$ cat src/bp_defs.svh
`ifndef BP_DEFS_SVH
`define BP_DEFS_SVH

// fetch PC width
`define BP_PC_W 64
// bytes per instruction line
`define BP_LINE_BYTES 64
// slots predecoded per line, 32-bit each
`define BP_SLOTS 4
// global history length
`define BP_GHR_K 8
// pc bits in the pht index, taken from pc[9:2]
`define BP_PHT_N 8
// return address stack entries
`define BP_RAS_DEPTH 8
// direct-mapped l0 sets
`define BP_L0_SETS 8
// where fetch starts out of reset
`define BP_RESET_PC 64'h0

`endif

$ cat src/bp_pkg.sv
`include "bp_defs.svh"

package bp_pkg;

  // instruction address
  typedef logic [`BP_PC_W-1:0] pc_t;

  // single 32-bit instruction word
  typedef logic [31:0] instr_t;

  // whole line, byte 0 sits in bits 7..0
  typedef logic [`BP_LINE_BYTES*8-1:0] line_t;

  // 2-bit saturating counter, 0 strongly not-taken .. 3 strongly taken
  typedef logic [1:0] ctr_t;

  // global history, newest outcome in bit 0
  typedef logic [`BP_GHR_K-1:0] ghr_t;

  // {history, pc[9:2]}
  typedef logic [`BP_GHR_K+`BP_PHT_N-1:0] pht_idx_t;

  // one bit per slot, slot 0 in bit 0
  typedef logic [`BP_SLOTS-1:0] slot_mask_t;

  // fetch FSM
  typedef enum logic [1:0] {
    FS_REQ  = 2'd0, // send l1 request
    FS_WAIT = 2'd1, // l1 request outstanding
    FS_L0   = 2'd2  // line streams out of l0
  } fetch_state_t;

endpackage

$ cat src/l0_icache.sv
`timescale 1ns/1ps

`include "bp_defs.svh"

module l0_icache import bp_pkg::*; #(
  parameter int SETS = 8
) (
  input  logic  clk_in,
  input  logic  rst_N_in,
  input  logic  fill,
  input  pc_t   fill_addr,
  input  line_t fill_line,
  input  pc_t   lookup_pc,
  output logic  hit,
  output line_t hit_line
);

  localparam int OW = $clog2(`BP_LINE_BYTES); // byte offset bits
  localparam int IW = $clog2(SETS);           // set index bits
  localparam int TW = `BP_PC_W - OW - IW;     // tag bits

  logic [SETS-1:0] valid;
  logic [TW-1:0]   tag_mem  [SETS];
  line_t           line_mem [SETS];

  logic [IW-1:0] fill_set;
  logic [IW-1:0] look_set;
  logic [TW-1:0] fill_tag;
  logic [TW-1:0] look_tag;

  // split the addresses
  assign fill_set = fill_addr[OW +: IW];
  assign fill_tag = fill_addr[`BP_PC_W-1 -: TW];
  assign look_set = lookup_pc[OW +: IW];
  assign look_tag = lookup_pc[`BP_PC_W-1 -: TW];

  // combinational lookup against the stored state only
  assign hit      = valid[look_set] && (tag_mem[look_set] == look_tag);
  assign hit_line = line_mem[look_set];

  always_ff @(posedge clk_in) begin
    if (rst_N_in) begin
      valid <= '0;
    end else if (fill) begin
      valid[fill_set] <= 1'b1;
    end
  end

  // tag and data arrays
  always_ff @(posedge clk_in) begin
    if (fill) begin
      tag_mem[fill_set]  <= fill_tag;
      line_mem[fill_set] <= fill_line;
    end
  end

endmodule

$ cat config.mk
export PLATFORM = sky130hd
export DESIGN_NAME = l0_icache
export DESIGN_NICKNAME = d
export VERILOG_FILES = /design/src/bp_pkg.sv /design/src/l0_icache.sv
export VERILOG_INCLUDE_DIRS = /design/src
export SDC_FILE = /design/constraint.sdc
export NUM_CORES = 2
export LEC_CHECK = 0
export ABC_AREA = 0
export BUFFER_PORTS_ARGS = -buffer_cell sky130_fd_sc_hd__buf_2
export CAP_MARGIN = 20
export CORE_MARGIN = 1
export CORE_UTILIZATION = 25
export CTS_CLUSTER_SIZE = 28
export DETAILED_ROUTE_END_ITERATION = 8
export GPL_TIMING_DRIVEN = 0
export PLACE_DENSITY = 0.49
export SYNTH_ARGS = -nofsm -noshare
export SYNTH_HDL_FRONTEND = slang
export SYNTH_MEMORY_MAX_BITS = 65536
export SYNTH_SLANG_ARGS = --single-unit
export TNS_END_PERCENT = 1
$ cat constraint.sdc
create_clock -name clk_in -period 64.8 [get_ports clk_in]
set_input_delay 6.48 -clock clk_in [delete_from_list [all_inputs] [get_ports clk_in]]
set_output_delay 6.48 -clock clk_in [all_outputs]
set_load 0.005 [all_outputs]
==> run_summary.xml <==
<?xml version="1.0" encoding="UTF-8"?>
<metrics>
  <group name="run_status">
    <metric name="outcome" unit="">complete, no violations</metric>
  </group>
  <group name="power_and_ir_drop">
    <metric name="leakagePower" unit="nW">67.16</metric>
    <metric name="power-per-cell-area" unit="mW/mm²">30.99</metric>
    <metric name="finalPower" unit="mW">6.517</metric>
    <metric name="worst_ir_drop_vdd" unit="µV">23.69</metric>
  </group>
  <group name="setup_path">
    <metric name="reg_to_reg_startpoint" unit="">valid[0]</metric>
    <metric name="end_kind" unit="">primary output</metric>
    <metric name="timing.critical_path.required" unit="ns">58.32</metric>
    <metric name="worstRegToRegCells" unit="">2</metric>
    <metric name="cp_max_fo" unit="">10</metric>
    <metric name="r2r_setup_slack" unit="ns">64.19</metric>
    <metric name="critical_path_class" unit="">in -&gt; out</metric>
    <metric name="setup.worst_path.start_class" unit="">primary input</metric>
    <metric name="reg2reg_to" unit="">valid[0]</metric>
    <metric name="cp_data_arrival_time" unit="ns">10.87</metric>
  </group>
  <group name="worst_hold_path">
    <metric name="holdPathStages" unit="">2</metric>
    <metric name="timing.hold.worst_endpoint" unit="">valid[6]</metric>
    <metric name="hold_class" unit="">reg -&gt; reg</metric>
    <metric name="hold_path_startpoint" unit="">valid[6]</metric>
  </group>
  <group name="synthesis">
    <metric name="yosysSeqAreaShare" unit="">0.7999</metric>
    <metric name="synth_cell_types" unit="">29</metric>
    <metric name="postSynthAreaPerCell" unit="µm²">25.22</metric>
    <metric name="ys.warnings.count" unit="">0</metric>
    <metric name="mappedNetlistArea" unit="mm²">0.1705</metric>
    <metric name="ys_ff_latch" unit="">4544</metric>
    <metric name="post_synthesis_cells" unit="">6760</metric>
    <metric name="synth.net_count" unit="">7403</metric>
  </group>
  <group name="clock_network">
    <metric name="clk_root_buffer_cell" unit="">sky130_fd_sc_hd__clkbuf_16</metric>
    <metric name="cts_tree" unit="">built</metric>
    <metric name="cts_setup_buffers" unit="">0</metric>
    <metric name="cts_repair_resize_count" unit="">0</metric>
    <metric name="cts.path.max_buffers" unit="">4</metric>
    <metric name="clk-insertion-delay-late" unit="ns">1.00</metric>
    <metric name="number_of_clock_sinks_seen_by_cts" unit="">4544</metric>
    <metric name="cts_made_buffers" unit="">477</metric>
    <metric name="clk_transition_reported_paths" unit="ns">0.06</metric>
    <metric name="cts.htree.levels" unit="">5</metric>
    <metric name="post_cts_hold_buffers" unit="">0</metric>
  </group>
  <group name="drt">
    <metric name="via_per_inst" unit="">4.396</metric>
    <metric name="detail_route.first_pass.iterations" unit="">5</metric>
    <metric name="wirelength" unit="mm">524.4</metric>
    <metric name="drt_iter0_markers" unit="">6747</metric>
    <metric name="ant_nets" unit="">0</metric>
    <metric name="drt-wirelength-per-cell" unit="µm">28.68</metric>
    <metric name="vias" unit="">80390</metric>
    <metric name="drcViolationCount" unit="">0</metric>
  </group>
  <group name="sta">
    <metric name="timing.final.max_slew_violations" unit="">0</metric>
    <metric name="slew_of_the_pin_with_the_lowest_slew_margin" unit="ns">1.114</metric>
    <metric name="worst_clock_skew" unit="ns">0</metric>
    <metric name="unrepaired_setup_endpoints_after_global_routing" unit="">no</metric>
    <metric name="achievable-frequency" unit="MHz">57.65</metric>
    <metric name="period_share" unit="">0.2677</metric>
    <metric name="timing.final.hold_violations" unit="">0</metric>
    <metric name="report.final.setup_viol" unit="">0</metric>
    <metric name="finalCriticalPeriod" unit="ns">17.35</metric>
    <metric name="relSlewSlack" unit="">0.2576</metric>
    <metric name="timing.final.ws_setup" unit="ns">47.45</metric>
    <metric name="final.setup.tns" unit="ns">0</metric>
  </group>
  <group name="finish">
    <metric name="nNetsFinal" unit="">9434</metric>
    <metric name="synthToLayoutAreaGrowth" unit="%">23.34</metric>
    <metric name="post_route_cells_drive_above_1_share" unit="">0.4369</metric>
    <metric name="multi_input_comb_area" unit="mm²">0.03271</metric>
    <metric name="nFillCells" unit="">64634</metric>
    <metric name="seq_area" unit="mm²">0.1364</metric>
  </group>
  <group name="global_routing">
    <metric name="pin_count_of_the_biggest_net_entering_global_routing" unit="">23</metric>
    <metric name="globalRouteTotalUtil" unit="">0.1473</metric>
    <metric name="grt_first_pass_wirelength" unit="mm">702.0</metric>
    <metric name="number_of_global_route_vias_before_repair" unit="">83709</metric>
    <metric name="antenna_found_initial" unit="">372</metric>
    <metric name="gr_overflow_total" unit="">0</metric>
  </group>
  <group name="floorplanning">
    <metric name="core_area" unit="mm²">0.6779</metric>
    <metric name="row_count" unit="">302</metric>
    <metric name="die_area" unit="mm²">0.6852</metric>
    <metric name="io_pins" unit="">1156</metric>
    <metric name="die_w" unit="µm">827.8</metric>
    <metric name="start_util" unit="">0.2515</metric>
    <metric name="floorplan.die.height" unit="µm">827.8</metric>
  </group>
  <group name="place">
    <metric name="gp_routability_congestion" unit="">0.7340</metric>
    <metric name="port-buffer-count" unit="">1140</metric>
    <metric name="dp_worst_setup_slack" unit="ns">47.32</metric>
    <metric name="place_hpwl" unit="mm">376.9</metric>
  </group>
  <group name="job">
    <metric name="max-cap-violations" unit="">0</metric>
  </group>
</metrics>
-- cell families (layout without fill, tap and decap cells) --
kind of cell	Yosys count	after routing	share of synthesized area
other	0	125	0
and+or+nand+nor	63	63	0.001784
buffers and inverters	325	2757	0.008528
AOI/OAI and AO/OA	70	70	0.002723
muxes	1702	1702	0.1842
DFF	4544	4544	0.7999
xor gates and xnor gates	56	56	0.002877
-- worst max-delay path by stage --
stage	startpoint	endpoint	slack (ns)	cells after the start
final	lookup_pc[8]	hit	47.45	13
after global routing	lookup_pc[8]	hit	47.22	13
after CTS	lookup_pc[8]	hit	47.34	12
after detailed placement	lookup_pc[8]	hit	47.32	13
after global placement	fill_addr[6]	line_mem[0][244]	-37.22	3
after floorplan	fill_addr[8]	line_mem[0][0]	17.26	1
-- final cells by class --
cell class / instances / area share
antenna: 125 / 0.001488
clock inverter: 306 / 0.01562
multi-input combinational: 1891 / 0.1555
tap: 8968 / 0.05336
sequential: 4544 / 0.6485
timing repair buffer: 1552 / 0.05955
clock buffer: 574 / 0.05880
buffer: 325 / 0.007081
-- power breakdown --
part	total (mW)	switching [mW]	internal (mW)	leakage [nW]
sequential	3.35	0.0210	3.33	41.3
clock	2.73	1.16	1.56	7.55
combinational	0.436	0.250	0.186	18.3
total	6.52	1.43	5.08	67.2
-- cell usage in the layout (no fill, tap or decap), types with 30 or more instances in the layout --
master                       Yosys  final
sky130_fd_sc_hd__edfxtp_1     4536   4536
sky130_fd_sc_hd__clkbuf_16       0    480
sky130_fd_sc_hd__clkinvlp_4      0     30
sky130_fd_sc_hd__bufinv_16       0     51
sky130_fd_sc_hd__buf_8           0     38
sky130_fd_sc_hd__xnor2_1        53     53
sky130_fd_sc_hd__buf_6           6    148
sky130_fd_sc_hd__buf_12          1    187
sky130_fd_sc_hd__buf_2         120   1262
sky130_fd_sc_hd__diode_2         0    125
sky130_fd_sc_hd__clkinv_2        0     83
sky130_fd_sc_hd__clkinv_1        0     99
sky130_fd_sc_hd__mux2i_1        94     94
sky130_fd_sc_hd__clkbuf_1      163    230
sky130_fd_sc_hd__mux4_2       1095   1095
sky130_fd_sc_hd__mux2_2        512    512
-- synth_stat cells --
master	instances	area, µm²
sky130_fd_sc_hd__nor3_1	2	10.01
sky130_fd_sc_hd__xor2_1	3	26.28
sky130_fd_sc_hd__mux2_2	512	5766
sky130_fd_sc_hd__a221oi_1	11	96.34
sky130_fd_sc_hd__buf_2	120	600.6
sky130_fd_sc_hd__and2_0	1	6.260
sky130_fd_sc_hd__nand3_1	2	10.01
sky130_fd_sc_hd__buf_1	29	108.9
sky130_fd_sc_hd__mux2i_1	94	940.9
sky130_fd_sc_hd__nor4_2	1	12.51
sky130_fd_sc_hd__nor2b_1	1	6.260
sky130_fd_sc_hd__a22oi_1	29	217.7
sky130_fd_sc_hd__mux4_2	1095	24660
sky130_fd_sc_hd__nor2_1	33	123.9
sky130_fd_sc_hd__xnor2_1	53	464.2
sky130_fd_sc_hd__o21ai_1	7	35.03
sky130_fd_sc_hd__o21ai_0	23	115.1
sky130_fd_sc_hd__buf_4	6	45.04
sky130_fd_sc_hd__buf_12	1	20.02
sky130_fd_sc_hd__nand2b_1	3	18.77
sky130_fd_sc_hd__mux4_1	1	26.28
sky130_fd_sc_hd__edfxtp_1	4536	136200
sky130_fd_sc_hd__nand4_1	5	31.28
sky130_fd_sc_hd__nor4_1	10	62.56
sky130_fd_sc_hd__nand2_1	4	15.01
sky130_fd_sc_hd__buf_6	6	67.56
sky130_fd_sc_hd__dfxtp_1	8	160.2
sky130_fd_sc_hd__or4_1	1	7.510
sky130_fd_sc_hd__clkbuf_1	163	611.8
-- worst max-delay path, stage by stage --
cell                      delay [ns]
sky130_fd_sc_hd__buf_2          0.11
sky130_fd_sc_hd__buf_2          0.40
sky130_fd_sc_hd__nor2b_1        0.41
sky130_fd_sc_hd__buf_2          0.39
sky130_fd_sc_hd__buf_1          0.78
sky130_fd_sc_hd__a22oi_1        0.20
sky130_fd_sc_hd__o21ai_0        0.16
sky130_fd_sc_hd__xnor2_1        0.32
sky130_fd_sc_hd__nor4_1         0.51
sky130_fd_sc_hd__buf_2          0.28
sky130_fd_sc_hd__nand4_1        0.23
sky130_fd_sc_hd__nor4_2         0.29
sky130_fd_sc_hd__buf_2          0.25
-- state kept, by name (all words and copies together), names as in the netlist --
name,cells
tag_mem,440
line_mem,4096
valid,8
-- metal layers --
metal | vias to the layer above | track usage | wire length, µm
met5 | - | 0 | 523
met4 | 84 | 0.05739 | 23660
met3 | 1092 | 0.03408 | 35900
met2 | 2812 | 0.2588 | 266300
met1 | 42925 | 0.1748 | 198000
li1 | 33477 | - | -
-- through the flow --
stage            util  hold slack (ns)  std cells  area [µm²]
6_report       0.3102           0.4743      18285      210300
5_1_grt        0.3099           0.5054      18212      210100
4_1_cts        0.3097           0.4765      18157      209900
3_5_place_dp   0.2866           0.4628      17277      194300
3_3_place_gp   0.2765           0.4691      16868      187400
2_1_floorplan       -           0.4348       6760      170500
(Power assumes the default switching activity.)
