==> src/bp_defs.svh <==
`ifndef BP_DEFS_SVH
`define BP_DEFS_SVH

// fetch PC width
`define BP_PC_W 64
// bytes per instruction line
`define BP_LINE_BYTES 64
// slots predecoded per line, 32-bit each
`define BP_SLOTS 4
// global history length
`define BP_GHR_K 8
// pc bits in the pht index, taken from pc[9:2]
`define BP_PHT_N 8
// return address stack entries
`define BP_RAS_DEPTH 8
// direct-mapped l0 sets
`define BP_L0_SETS 8
// where fetch starts out of reset
`define BP_RESET_PC 64'h0

`endif

==> src/bp_pkg.sv <==
`include "bp_defs.svh"

package bp_pkg;

  // instruction address
  typedef logic [`BP_PC_W-1:0] pc_t;

  // single 32-bit instruction word
  typedef logic [31:0] instr_t;

  // whole line, byte 0 sits in bits 7..0
  typedef logic [`BP_LINE_BYTES*8-1:0] line_t;

  // 2-bit saturating counter, 0 strongly not-taken .. 3 strongly taken
  typedef logic [1:0] ctr_t;

  // global history, newest outcome in bit 0
  typedef logic [`BP_GHR_K-1:0] ghr_t;

  // {history, pc[9:2]}
  typedef logic [`BP_GHR_K+`BP_PHT_N-1:0] pht_idx_t;

  // one bit per slot, slot 0 in bit 0
  typedef logic [`BP_SLOTS-1:0] slot_mask_t;

  // fetch FSM
  typedef enum logic [1:0] {
    FS_REQ  = 2'd0, // send l1 request
    FS_WAIT = 2'd1, // l1 request outstanding
    FS_L0   = 2'd2  // line streams out of l0
  } fetch_state_t;

endpackage

==> src/ras_stack.sv <==
`timescale 1ns/1ps

module ras_stack import bp_pkg::*; #(
  parameter int DEPTH = 8
) (
  input  logic clk_in,
  input  logic rst_N_in,
  input  logic push,
  input  logic pop,
  input  pc_t  push_addr,
  output pc_t  top
);

  localparam int AW = $clog2(DEPTH);
  localparam logic [AW:0] FULL = (AW+1)'(DEPTH);

  pc_t         mem [DEPTH];
  logic [AW-1:0] head;    // next free slot, wraps around
  logic [AW-1:0] top_idx;
  logic [AW:0]   count;   // saturates at DEPTH

  assign top_idx = head - 1'b1;
  assign top     = (count == '0) ? '0 : mem[top_idx]; // empty reads as zero

  always_ff @(posedge clk_in) begin
    if (rst_N_in) begin
      head  <= '0;
      count <= '0;
    end else if (push) begin
      head <= head + 1'b1; // full push drops the oldest entry
      if (count != FULL) count <= count + 1'b1;
    end else if (pop && (count != '0)) begin
      head  <= top_idx;
      count <= count - 1'b1;
    end
  end

  // entry storage
  always_ff @(posedge clk_in) begin
    if (push) mem[head] <= push_addr;
  end

endmodule

==> config.mk <==
export PLATFORM = sky130hd
export DESIGN_NAME = ras_stack
export DESIGN_NICKNAME = d
export VERILOG_FILES = /design/src/bp_pkg.sv /design/src/ras_stack.sv
export VERILOG_INCLUDE_DIRS = /design/src
export SDC_FILE = /design/constraint.sdc
export NUM_CORES = 1
export LEC_CHECK = 0
export BUFFER_PORTS_ARGS = -buffer_cell sky130_fd_sc_hd__buf_2
export CORE_UTILIZATION = 49
export DETAILED_ROUTE_END_ITERATION = 7
export HOLD_SLACK_MARGIN = 0.12
export PLACE_DENSITY = 0.69
export SKIP_LAST_GASP = 1
export SLEW_MARGIN = 15
export SYNTH_ARGS = -nofsm -noshare
export SYNTH_HDL_FRONTEND = slang
export SYNTH_SLANG_ARGS = --single-unit
==> constraint.sdc <==
create_clock -name clk_in -period 15.1 [get_ports clk_in]
set_clock_uncertainty 0.1 [all_clocks]
set_input_delay 0 -clock clk_in [delete_from_list [all_inputs] [get_ports clk_in]]
set_output_delay 0 -clock clk_in [all_outputs]
set_load 0.02 [all_outputs]
==> results of run 1 <==
==> state kept, by name, indices dropped and copies added (netlist names) <==
name   count
head       3
count      4
mem      512
==> final cells by class <==
class                      instances  area [um2]  share of cell area (%)
clock inverter                    35         273                    1.14
clock buffer                      60        1350                    5.67
inverter                           3        11.3                  0.0472
multi-input combinational        375        4140                    17.4
antenna                            1        2.50                  0.0105
sequential                       519       15500                    65.1
timing repair buffer             259        1890                    7.94
tap                              525         657                    2.75
==> worst register-to-register path: cells and delay by family, from the launching register on <==
kind	cells	cell delay, ns
buf+inv	2	1.59
flops	1	0.97
simple gates	2	1.20
==> power by group <==
part	switching [uW]	leakage (uW)	internal, uW
logic	751	0.00241	444
registers	46.2	0.00471	1700
clock network	520	0.000804	708
total	1320	0.00792	2850
==> cell usage in the layout (no fill, tap or decap), types with 3 or more instances in the layout <==
| master | netlist | routed |
|---|---|---|
| dfxtp_1 | 7 | 6 |
| clkinv_1 | 0 | 15 |
| inv_1 | 3 | 3 |
| buf_2 | 23 | 131 |
| dlygate4sd3_1 | 0 | 111 |
| buf_4 | 2 | 17 |
| ha_1 | 4 | 3 |
| nand2_1 | 137 | 137 |
| nor2_1 | 12 | 6 |
| clkinv_2 | 0 | 12 |
| clkbuf_16 | 0 | 53 |
| mux4_2 | 128 | 128 |
| clkbuf_1 | 15 | 7 |
| xnor2_1 | 4 | 4 |
| nor2_4 | 0 | 6 |
| bufinv_16 | 0 | 4 |
| edfxtp_1 | 512 | 512 |
| a21oi_1 | 69 | 69 |
==> logic make-up (layout without fill, tap and decap cells) <==
logic type      count (synthesis)  in the layout  share of synthesized area (%)
other cells                     0              1                              0
buf+inv                        53            357                           1.49
fa+ha+maj                       5              5                          0.353
simple gates                  161            161                           3.18
xor+xnor                        6              6                          0.340
compound gates                 74             74                           1.92
mux                           129            129                           14.6
flops                         519            519                           78.1
==> layer usage <==
| layer | share of wire, % | GRT usage [%] |
|---|---|---|
| met5 | 0 | 0 |
| met3 | 6.8 | 4.15 |
| met2 | 50 | 34.9 |
| met1 | 41 | 28.5 |
| met4 | 1.7 | 5.26 |
==> metrics by stage <==
stage          hold WS [ns]  std cells
2_1_floorplan       -0.0309        947
3_3_place_gp          0.164       1570
3_5_place_dp          0.172       1570
4_1_cts               0.124       1776
5_1_grt               0.142       1777
6_report              0.154       1777
==> repair_timing <==
action,4_1_cts,5_1_grt
setup buffers,0,0
hold buffers,111,0
endpoints found under the hold margin,519,0
==> worst paths after layout <==
kind | start | to | cells after the start | slack, ns
hold reg to reg | head[1] | head[1] | 2 | 0.45
setup reg to reg | head[0] | mem[1][19] | 4 | 10.83
setup / recovery | head[0] | top[53] | 7 | 10.31
hold / removal | push_addr[4] | mem[5][4] | 2 | 0.15
==> flow_metrics.py, run 1 <==
metrics = {
    "global_route": {
        "antenna_found_initial": 1,
        "grt_max_degree": 70,
        "track_usage_pct": 20.9,
        "grt_overflow_total": 0,
        "grt_pass1_wl_mm": 63.5,
        "grt_pass1_vias": 10600,
    },
    "power_and_ir_drop": {
        "peakVddDrop_uv": 103,
        "total_power_uw": 4170,
        "leakage_uw": 0.00792,
        "p_per_area_nw_per_um2": 175,
    },
    "worst_setup_path": {
        "slowest_stage": "ha_4",
        "endpoint_kind": "output pin",
        "crit_type": "reg -> out",
        "cp.arrival_ns": 4.69,
        "critPathMaxFanout": 69,
        "cp-start-kind": "flop",
        "crit_chain": "inv_1 > ha_4 > buf_4 > mux4_2 > nand2_1 > a21oi_1 > buf_2",
        "path_buf_inv": 3,
        "cp_top_family": "buffers and inverters",
        "crit_required_ns": 15.00,
        "cpPeakStageDelay_ns": 1.02,
    },
    "synth": {
        "syn_area_um2": 19900,
        "synth_common_cells": "edfxtp_1 (512), nand2_1 (137), mux4_2 (128)",
        "synth_edf_count": 512,
        "async_reset_ff_share_pct": 0,
        "ys_types": 31,
        "dominantRegCellSynth": "edfxtp_1",
        "yosys_warnings": 0,
        "avgSynthCellArea_um2": 21.0,
        "yosysMostFrequentCell": "edfxtp_1",
        "syn_inst": 947,
        "synth_fp_nets": 1020,
        "synth_area_leader_cell": "edfxtp_1",
        "ys_ff_latch": 519,
        "netlist.area_leader.share_pct": 77.4,
        "yosysSeqAreaShare_pct": 78.1,
        "synth_area_leaders": "edfxtp_1 (77%), mux4_2 (15%), nand2_1 (2.6%)",
    },
    "clocking": {
        "clock_tree.root_cell": "clkbuf_16",
        "cts_buffers": 52,
        "cts_tree": "yes",
        "clkSinkCount": 519,
        "cts_buffer_depth": 3,
        "clk_latency_ns": 0.58,
        "cts_resized": 0,
        "clk_pin_slew_worst_paths_ns": 0.06,
        "htreeDepth": 2,
    },
    "die": {
        "core_area_um2": 39800,
        "initial_utilization_pct": 49.9,
        "die_w_um": 203,
        "die_y_um": 203,
        "row_count": 73,
        "die-area_um2": 41300,
        "ios": 132,
    },
    "timing": {
        "max-slew-margin-rel_pct": 26.2,
        "rsz0062_at_grt": "false",
        "min_period_ns": 4.79,
        "min_period_over_period_pct": 31.7,
        "setup_violations": 0,
        "max_freq_mhz": 209,
        "setup_ws_ns": 10.31,
        "fin_tns_setup_ns": 0,
        "tightest_slew_ns": 1.10,
        "hold_viol": 0,
        "slew_viol_final": 0,
    },
    "detailed_routing": {
        "vias": 9982,
        "wl_per_cell_um": 23.4,
        "viasPerCell": 5.62,
        "remaining_drc_errors": 0,
        "final_antenna_net_count": 0,
        "totalWireLength_mm": 41.6,
        "drtIter0Drc": 629,
        "drt-pass1-iter-count": 4,
    },
    "place": {
        "place_area_um2": 21100,
        "dpl_worst_slack_ns": 10.65,
        "portBuffers": 131,
        "gp_congestion": 0.723,
        "hpwl_mm": 21.2,
    },
    "finish": {
        "layout.nets": 1283,
        "fillers": 2908,
        "final_util_pct": 59.9,
        "layout-drive-gt1-share_pct": 28.9,
        "finalInstanceArea_um2": 23800,
        "synthToLayoutAreaGrowth_pct": 20.1,
    },
    "min_path": {
        "hold_path_class": "in -> reg",
    },
    "flow_run": {
        "drv_cap": 0,
    },
    "status": {
        "status": "complete, no violations",
    },
}
(Power assumes the default switching activity.)
==> run 2: changes to the inputs <==
--- a/config.mk
+++ b/config.mk
@@ -6,11 +6,12 @@
 export SDC_FILE = /design/constraint.sdc
 export NUM_CORES = 1
 export LEC_CHECK = 0
+export ABC_AREA = 1
 export BUFFER_PORTS_ARGS = -buffer_cell sky130_fd_sc_hd__buf_2
 export CORE_UTILIZATION = 49
 export DETAILED_ROUTE_END_ITERATION = 7
 export HOLD_SLACK_MARGIN = 0.12
-export PLACE_DENSITY = 0.69
+export PLACE_DENSITY = 0.71
 export SKIP_LAST_GASP = 1
 export SLEW_MARGIN = 15
 export SYNTH_ARGS = -nofsm -noshare
==> constraint.sdc (replaced) <==
create_clock -name clk_in -period 4.1 [get_ports clk_in]
set_clock_uncertainty 0.1 [all_clocks]
set_input_delay 0 -clock clk_in [delete_from_list [all_inputs] [get_ports clk_in]]
set_output_delay 0 -clock clk_in [all_outputs]
set_load 0.02 [all_outputs]
==> run 2 against run 1 <==
Against the previous run:
- worst hold slack got worse by 0.034 ns
- highest routed layer unchanged
- critical path type unchanged
- first-iteration DRC count increased by 96%
- global-route usage increased by 1.2 points
- die area increased by 4.9%
- largest power group unchanged
- via count increased by 37%
- wire length increased by 14%
- largest cell class unchanged
- final area increased by 4.1%
- synthesized cell count increased by 84%
- sequential share of layout area decreased by 2.6 points
- combinational power increased to 2.7 times the previous value
- area after synthesis increased by 5.0%
==> flow_metrics.py, run 2 <==
metrics = {
    "status": {
        "status": "complete, no violations",
    },
    "power_and_ir_drop": {
        "power.share.combinational_pct": 22.4,
        "p_clk_share_pct": 34.5,
        "leakage_uw": 0.00884,
        "power.internal_uw": 9990,
        "peakVddDrop_uv": 433,
        "netSwitchingPower_uw": 4250,
        "pwr-share-seq_pct": 43.1,
        "p_per_area_nw_per_um2": 574,
        "p_sw_share_pct": 29.8,
    },
    "finish": {
        "finalInstanceArea_um2": 24800,
        "layout_commonest_cell": "nor2_1",
        "final_cells": 2534,
        "layout.nets": 2022,
        "layout_common_cells": "nor2_1 (588), edfxtp_1 (512), o21ai_0 (201)",
        "largest_register_ffs": 512,
        "final_util_pct": 59.2,
        "top_register": "mem",
        "synthToLayoutAreaGrowth_pct": 19.1,
        "largestRegisters": "mem: 512 flops, count: 4 flops, head: 3 flops",
        "layout-drive-gt1-share_pct": 12.2,
    },
    "worst_setup_path": {
        "critPathMaxFanout": 258,
        "r2r_end": "head[2]",
        "cp.arrival_ns": 3.09,
        "crit_type": "reg -> out",
        "endpoint_kind": "output pin",
        "ff2ff_path_depth": 7,
        "ff2ff_setup_slack_ns": 1.00,
        "cp-start-kind": "flop",
        "critical_path.endpoint": "top[63]",
        "crit_start": "head[0]",
        "worstReg2RegStart": "count[0]",
        "crit_required_ns": 4.00,
    },
    "place": {
        "place_area_um2": 21900,
        "portBuffers": 131,
        "place_inst": 2320,
        "dpl_worst_slack_ns": 1.51,
        "hpwl_mm": 22.9,
        "gp_congestion": 0.737,
    },
    "synth": {
        "synth_area_leader_cell": "edfxtp_1",
        "ys_types": 20,
        "synth_edf_count": 512,
        "synth_common_cells": "nor2_1 (596), edfxtp_1 (512), o21ai_0 (201)",
        "ys_ff_latch": 519,
        "async_reset_ff_share_pct": 0,
        "syn_area_um2": 20800,
        "yosysMostFrequentCell": "nor2_1",
        "synth_area_leaders": "edfxtp_1 (74%), nor2_1 (11%), o21ai_0 (4.8%)",
        "avgSynthCellArea_um2": 12.0,
        "netlist.area_leader.share_pct": 73.8,
        "yosys_warnings": 0,
        "synth_fp_nets": 1811,
        "syn_inst": 1738,
        "dominantRegCellSynth": "edfxtp_1",
        "yosysSeqAreaShare_pct": 74.5,
    },
    "detailed_routing": {
        "drtIter0Drc": 1232,
        "vias": 13600,
        "viasPerCell": 5.39,
        "wl_per_cell_um": 18.8,
        "totalWireLength_mm": 47.5,
        "drt-pass1-iter-count": 5,
        "final_antenna_net_count": 0,
        "remaining_drc_errors": 0,
    },
    "global_route": {
        "grt_max_degree": 259,
        "track_usage_pct": 22.1,
        "grt_overflow_total": 0,
        "grt_pass1_wl_mm": 74.4,
        "antenna_found_initial": 2,
        "grt_pass1_vias": 13500,
    },
    "timing": {
        "rsz0062_at_grt": "false",
        "slew_viol_final": 0,
        "max-slew-margin-rel_pct": 4.66,
        "max_freq_mhz": 314,
        "min_period_ns": 3.19,
        "min_period_over_period_pct": 77.8,
        "tightest_slew_ns": 1.43,
        "setup_violations": 0,
        "hold_viol": 0,
        "setup_ws_ns": 0.912,
    },
    "clocking": {
        "cts_buffers": 53,
        "cts_buffer_depth": 3,
        "cts_tree": "yes",
        "clock_tree.root_cell": "clkbuf_16",
        "clk_pin_slew_worst_paths_ns": 0.06,
        "cts_resized": 0,
        "clk_latency_ns": 0.59,
        "clkSinkCount": 519,
        "htreeDepth": 2,
    },
    "min_path": {
        "hold_path_class": "in -> reg",
    },
    "die": {
        "die_w_um": 208,
        "ios": 132,
        "row_count": 75,
        "die_y_um": 208,
        "initial_utilization_pct": 49.7,
        "core_area_um2": 41900,
        "die-area_um2": 43400,
    },
    "flow_run": {
        "drv_cap": 0,
    },
}
==> run 2: changes by cell type after synthesis, sizes merged, moves of 4 or more <==
cell	change
a21oi	-65
buf	+36
clkbuf	+21
inv	+8
mux4	-128
nand2	-34
nand3	+67
nor2	+584
o21ai	+321
xnor2	-4
==> run 2: worst max-delay path, stage by stage, from the launching register on <==
cell,delay (ns)
dfxtp_4,0.39
buf_12,0.58
nor2_1,0.12
nor2_1,0.14
o21ai_0,0.16
o21ai_0,0.15
nor2_1,0.05
nor2_1,0.23
buf_2,0.21
==> run 2: worst min-delay path by stage <==
stage,start,to,slack [ns],cells past startpoint
finish,push_addr[42],mem[3][42],0.12,2
global placement,rst_N_in,head[2],0.14,2
detailed placement,rst_N_in,head[2],0.14,2
global route,push_addr[12],mem[4][12],0.14,2
CTS,push_addr[61],mem[7][61],0.12,2
floorplan,rst_N_in,count[1],-0.03,1
==> run 2: per-stage QoR <==
stage	TNS [ns]	power, uW	hold WS, ns
5_1_grt	0	14900	0.142
3_5_place_dp	0	9370	0.144
2_1_floorplan	-39.95	8380	-0.0309
3_3_place_gp	0	9310	0.139
6_report	0	14200	0.120
4_1_cts	0	14400	0.120
==> run 2: routing by layer <==
| metal | wire length, um | share of wire (%) | vias to the layer above | GRT usage, % |
|---|---|---|---|---|
| met2 | 23500 | 49 | 406 | 37.2 |
| met5 | 0 | 0 | - | 0 |
| met4 | 1290 | 2.7 | 0 | 8.22 |
| met1 | 20100 | 42 | 6641 | 29.1 |
| li1 | - | - | 6515 | - |
| met3 | 2630 | 5.5 | 86 | 3.53 |
==> run 2: power by group through the flow <==
stage	clock (uW)	sequential (uW)	combinational (uW)
final	4910	6150	3190
after global placement	0	6250	3060
after global routing	5210	6160	3530
after CTS	5000	6150	3220
after detailed placement	0	6260	3110
after floorplan	0	6260	2120
==> run 2: what timing repair did <==
item	4_1_cts	5_1_grt
hold buffers	113	0
endpoints found under the hold margin	524	0
setup buffers	0	0
==> run 2: final cells by class <==
| type | instances | area [um2] |
|---|---|---|
| fill | 3328 | 17100 |
| sequential | 519 | 15500 |
| multi-input combinational | 1101 | 4770 |
| timing repair buffer | 263 | 2020 |
| clock buffer | 60 | 1400 |
| tap | 539 | 674 |
| clock inverter | 39 | 397 |
| inverter | 11 | 46.3 |
| antenna | 2 | 5.00 |
==> run 2: kinds of logic (layout without fill, tap and decap cells) <==
group	count (synthesis)	after routing	synth area share (%)
AND/OR/NAND/NOR	769	769	14.3
flip-flops	519	519	74.5
AO/OA/AOI/OAI	326	326	7.83
buffers and inverters	118	373	3.05
adder cells (fa/ha/maj)	5	5	0.336
XOR/XNOR	1	1	0.0420
other	0	2	0
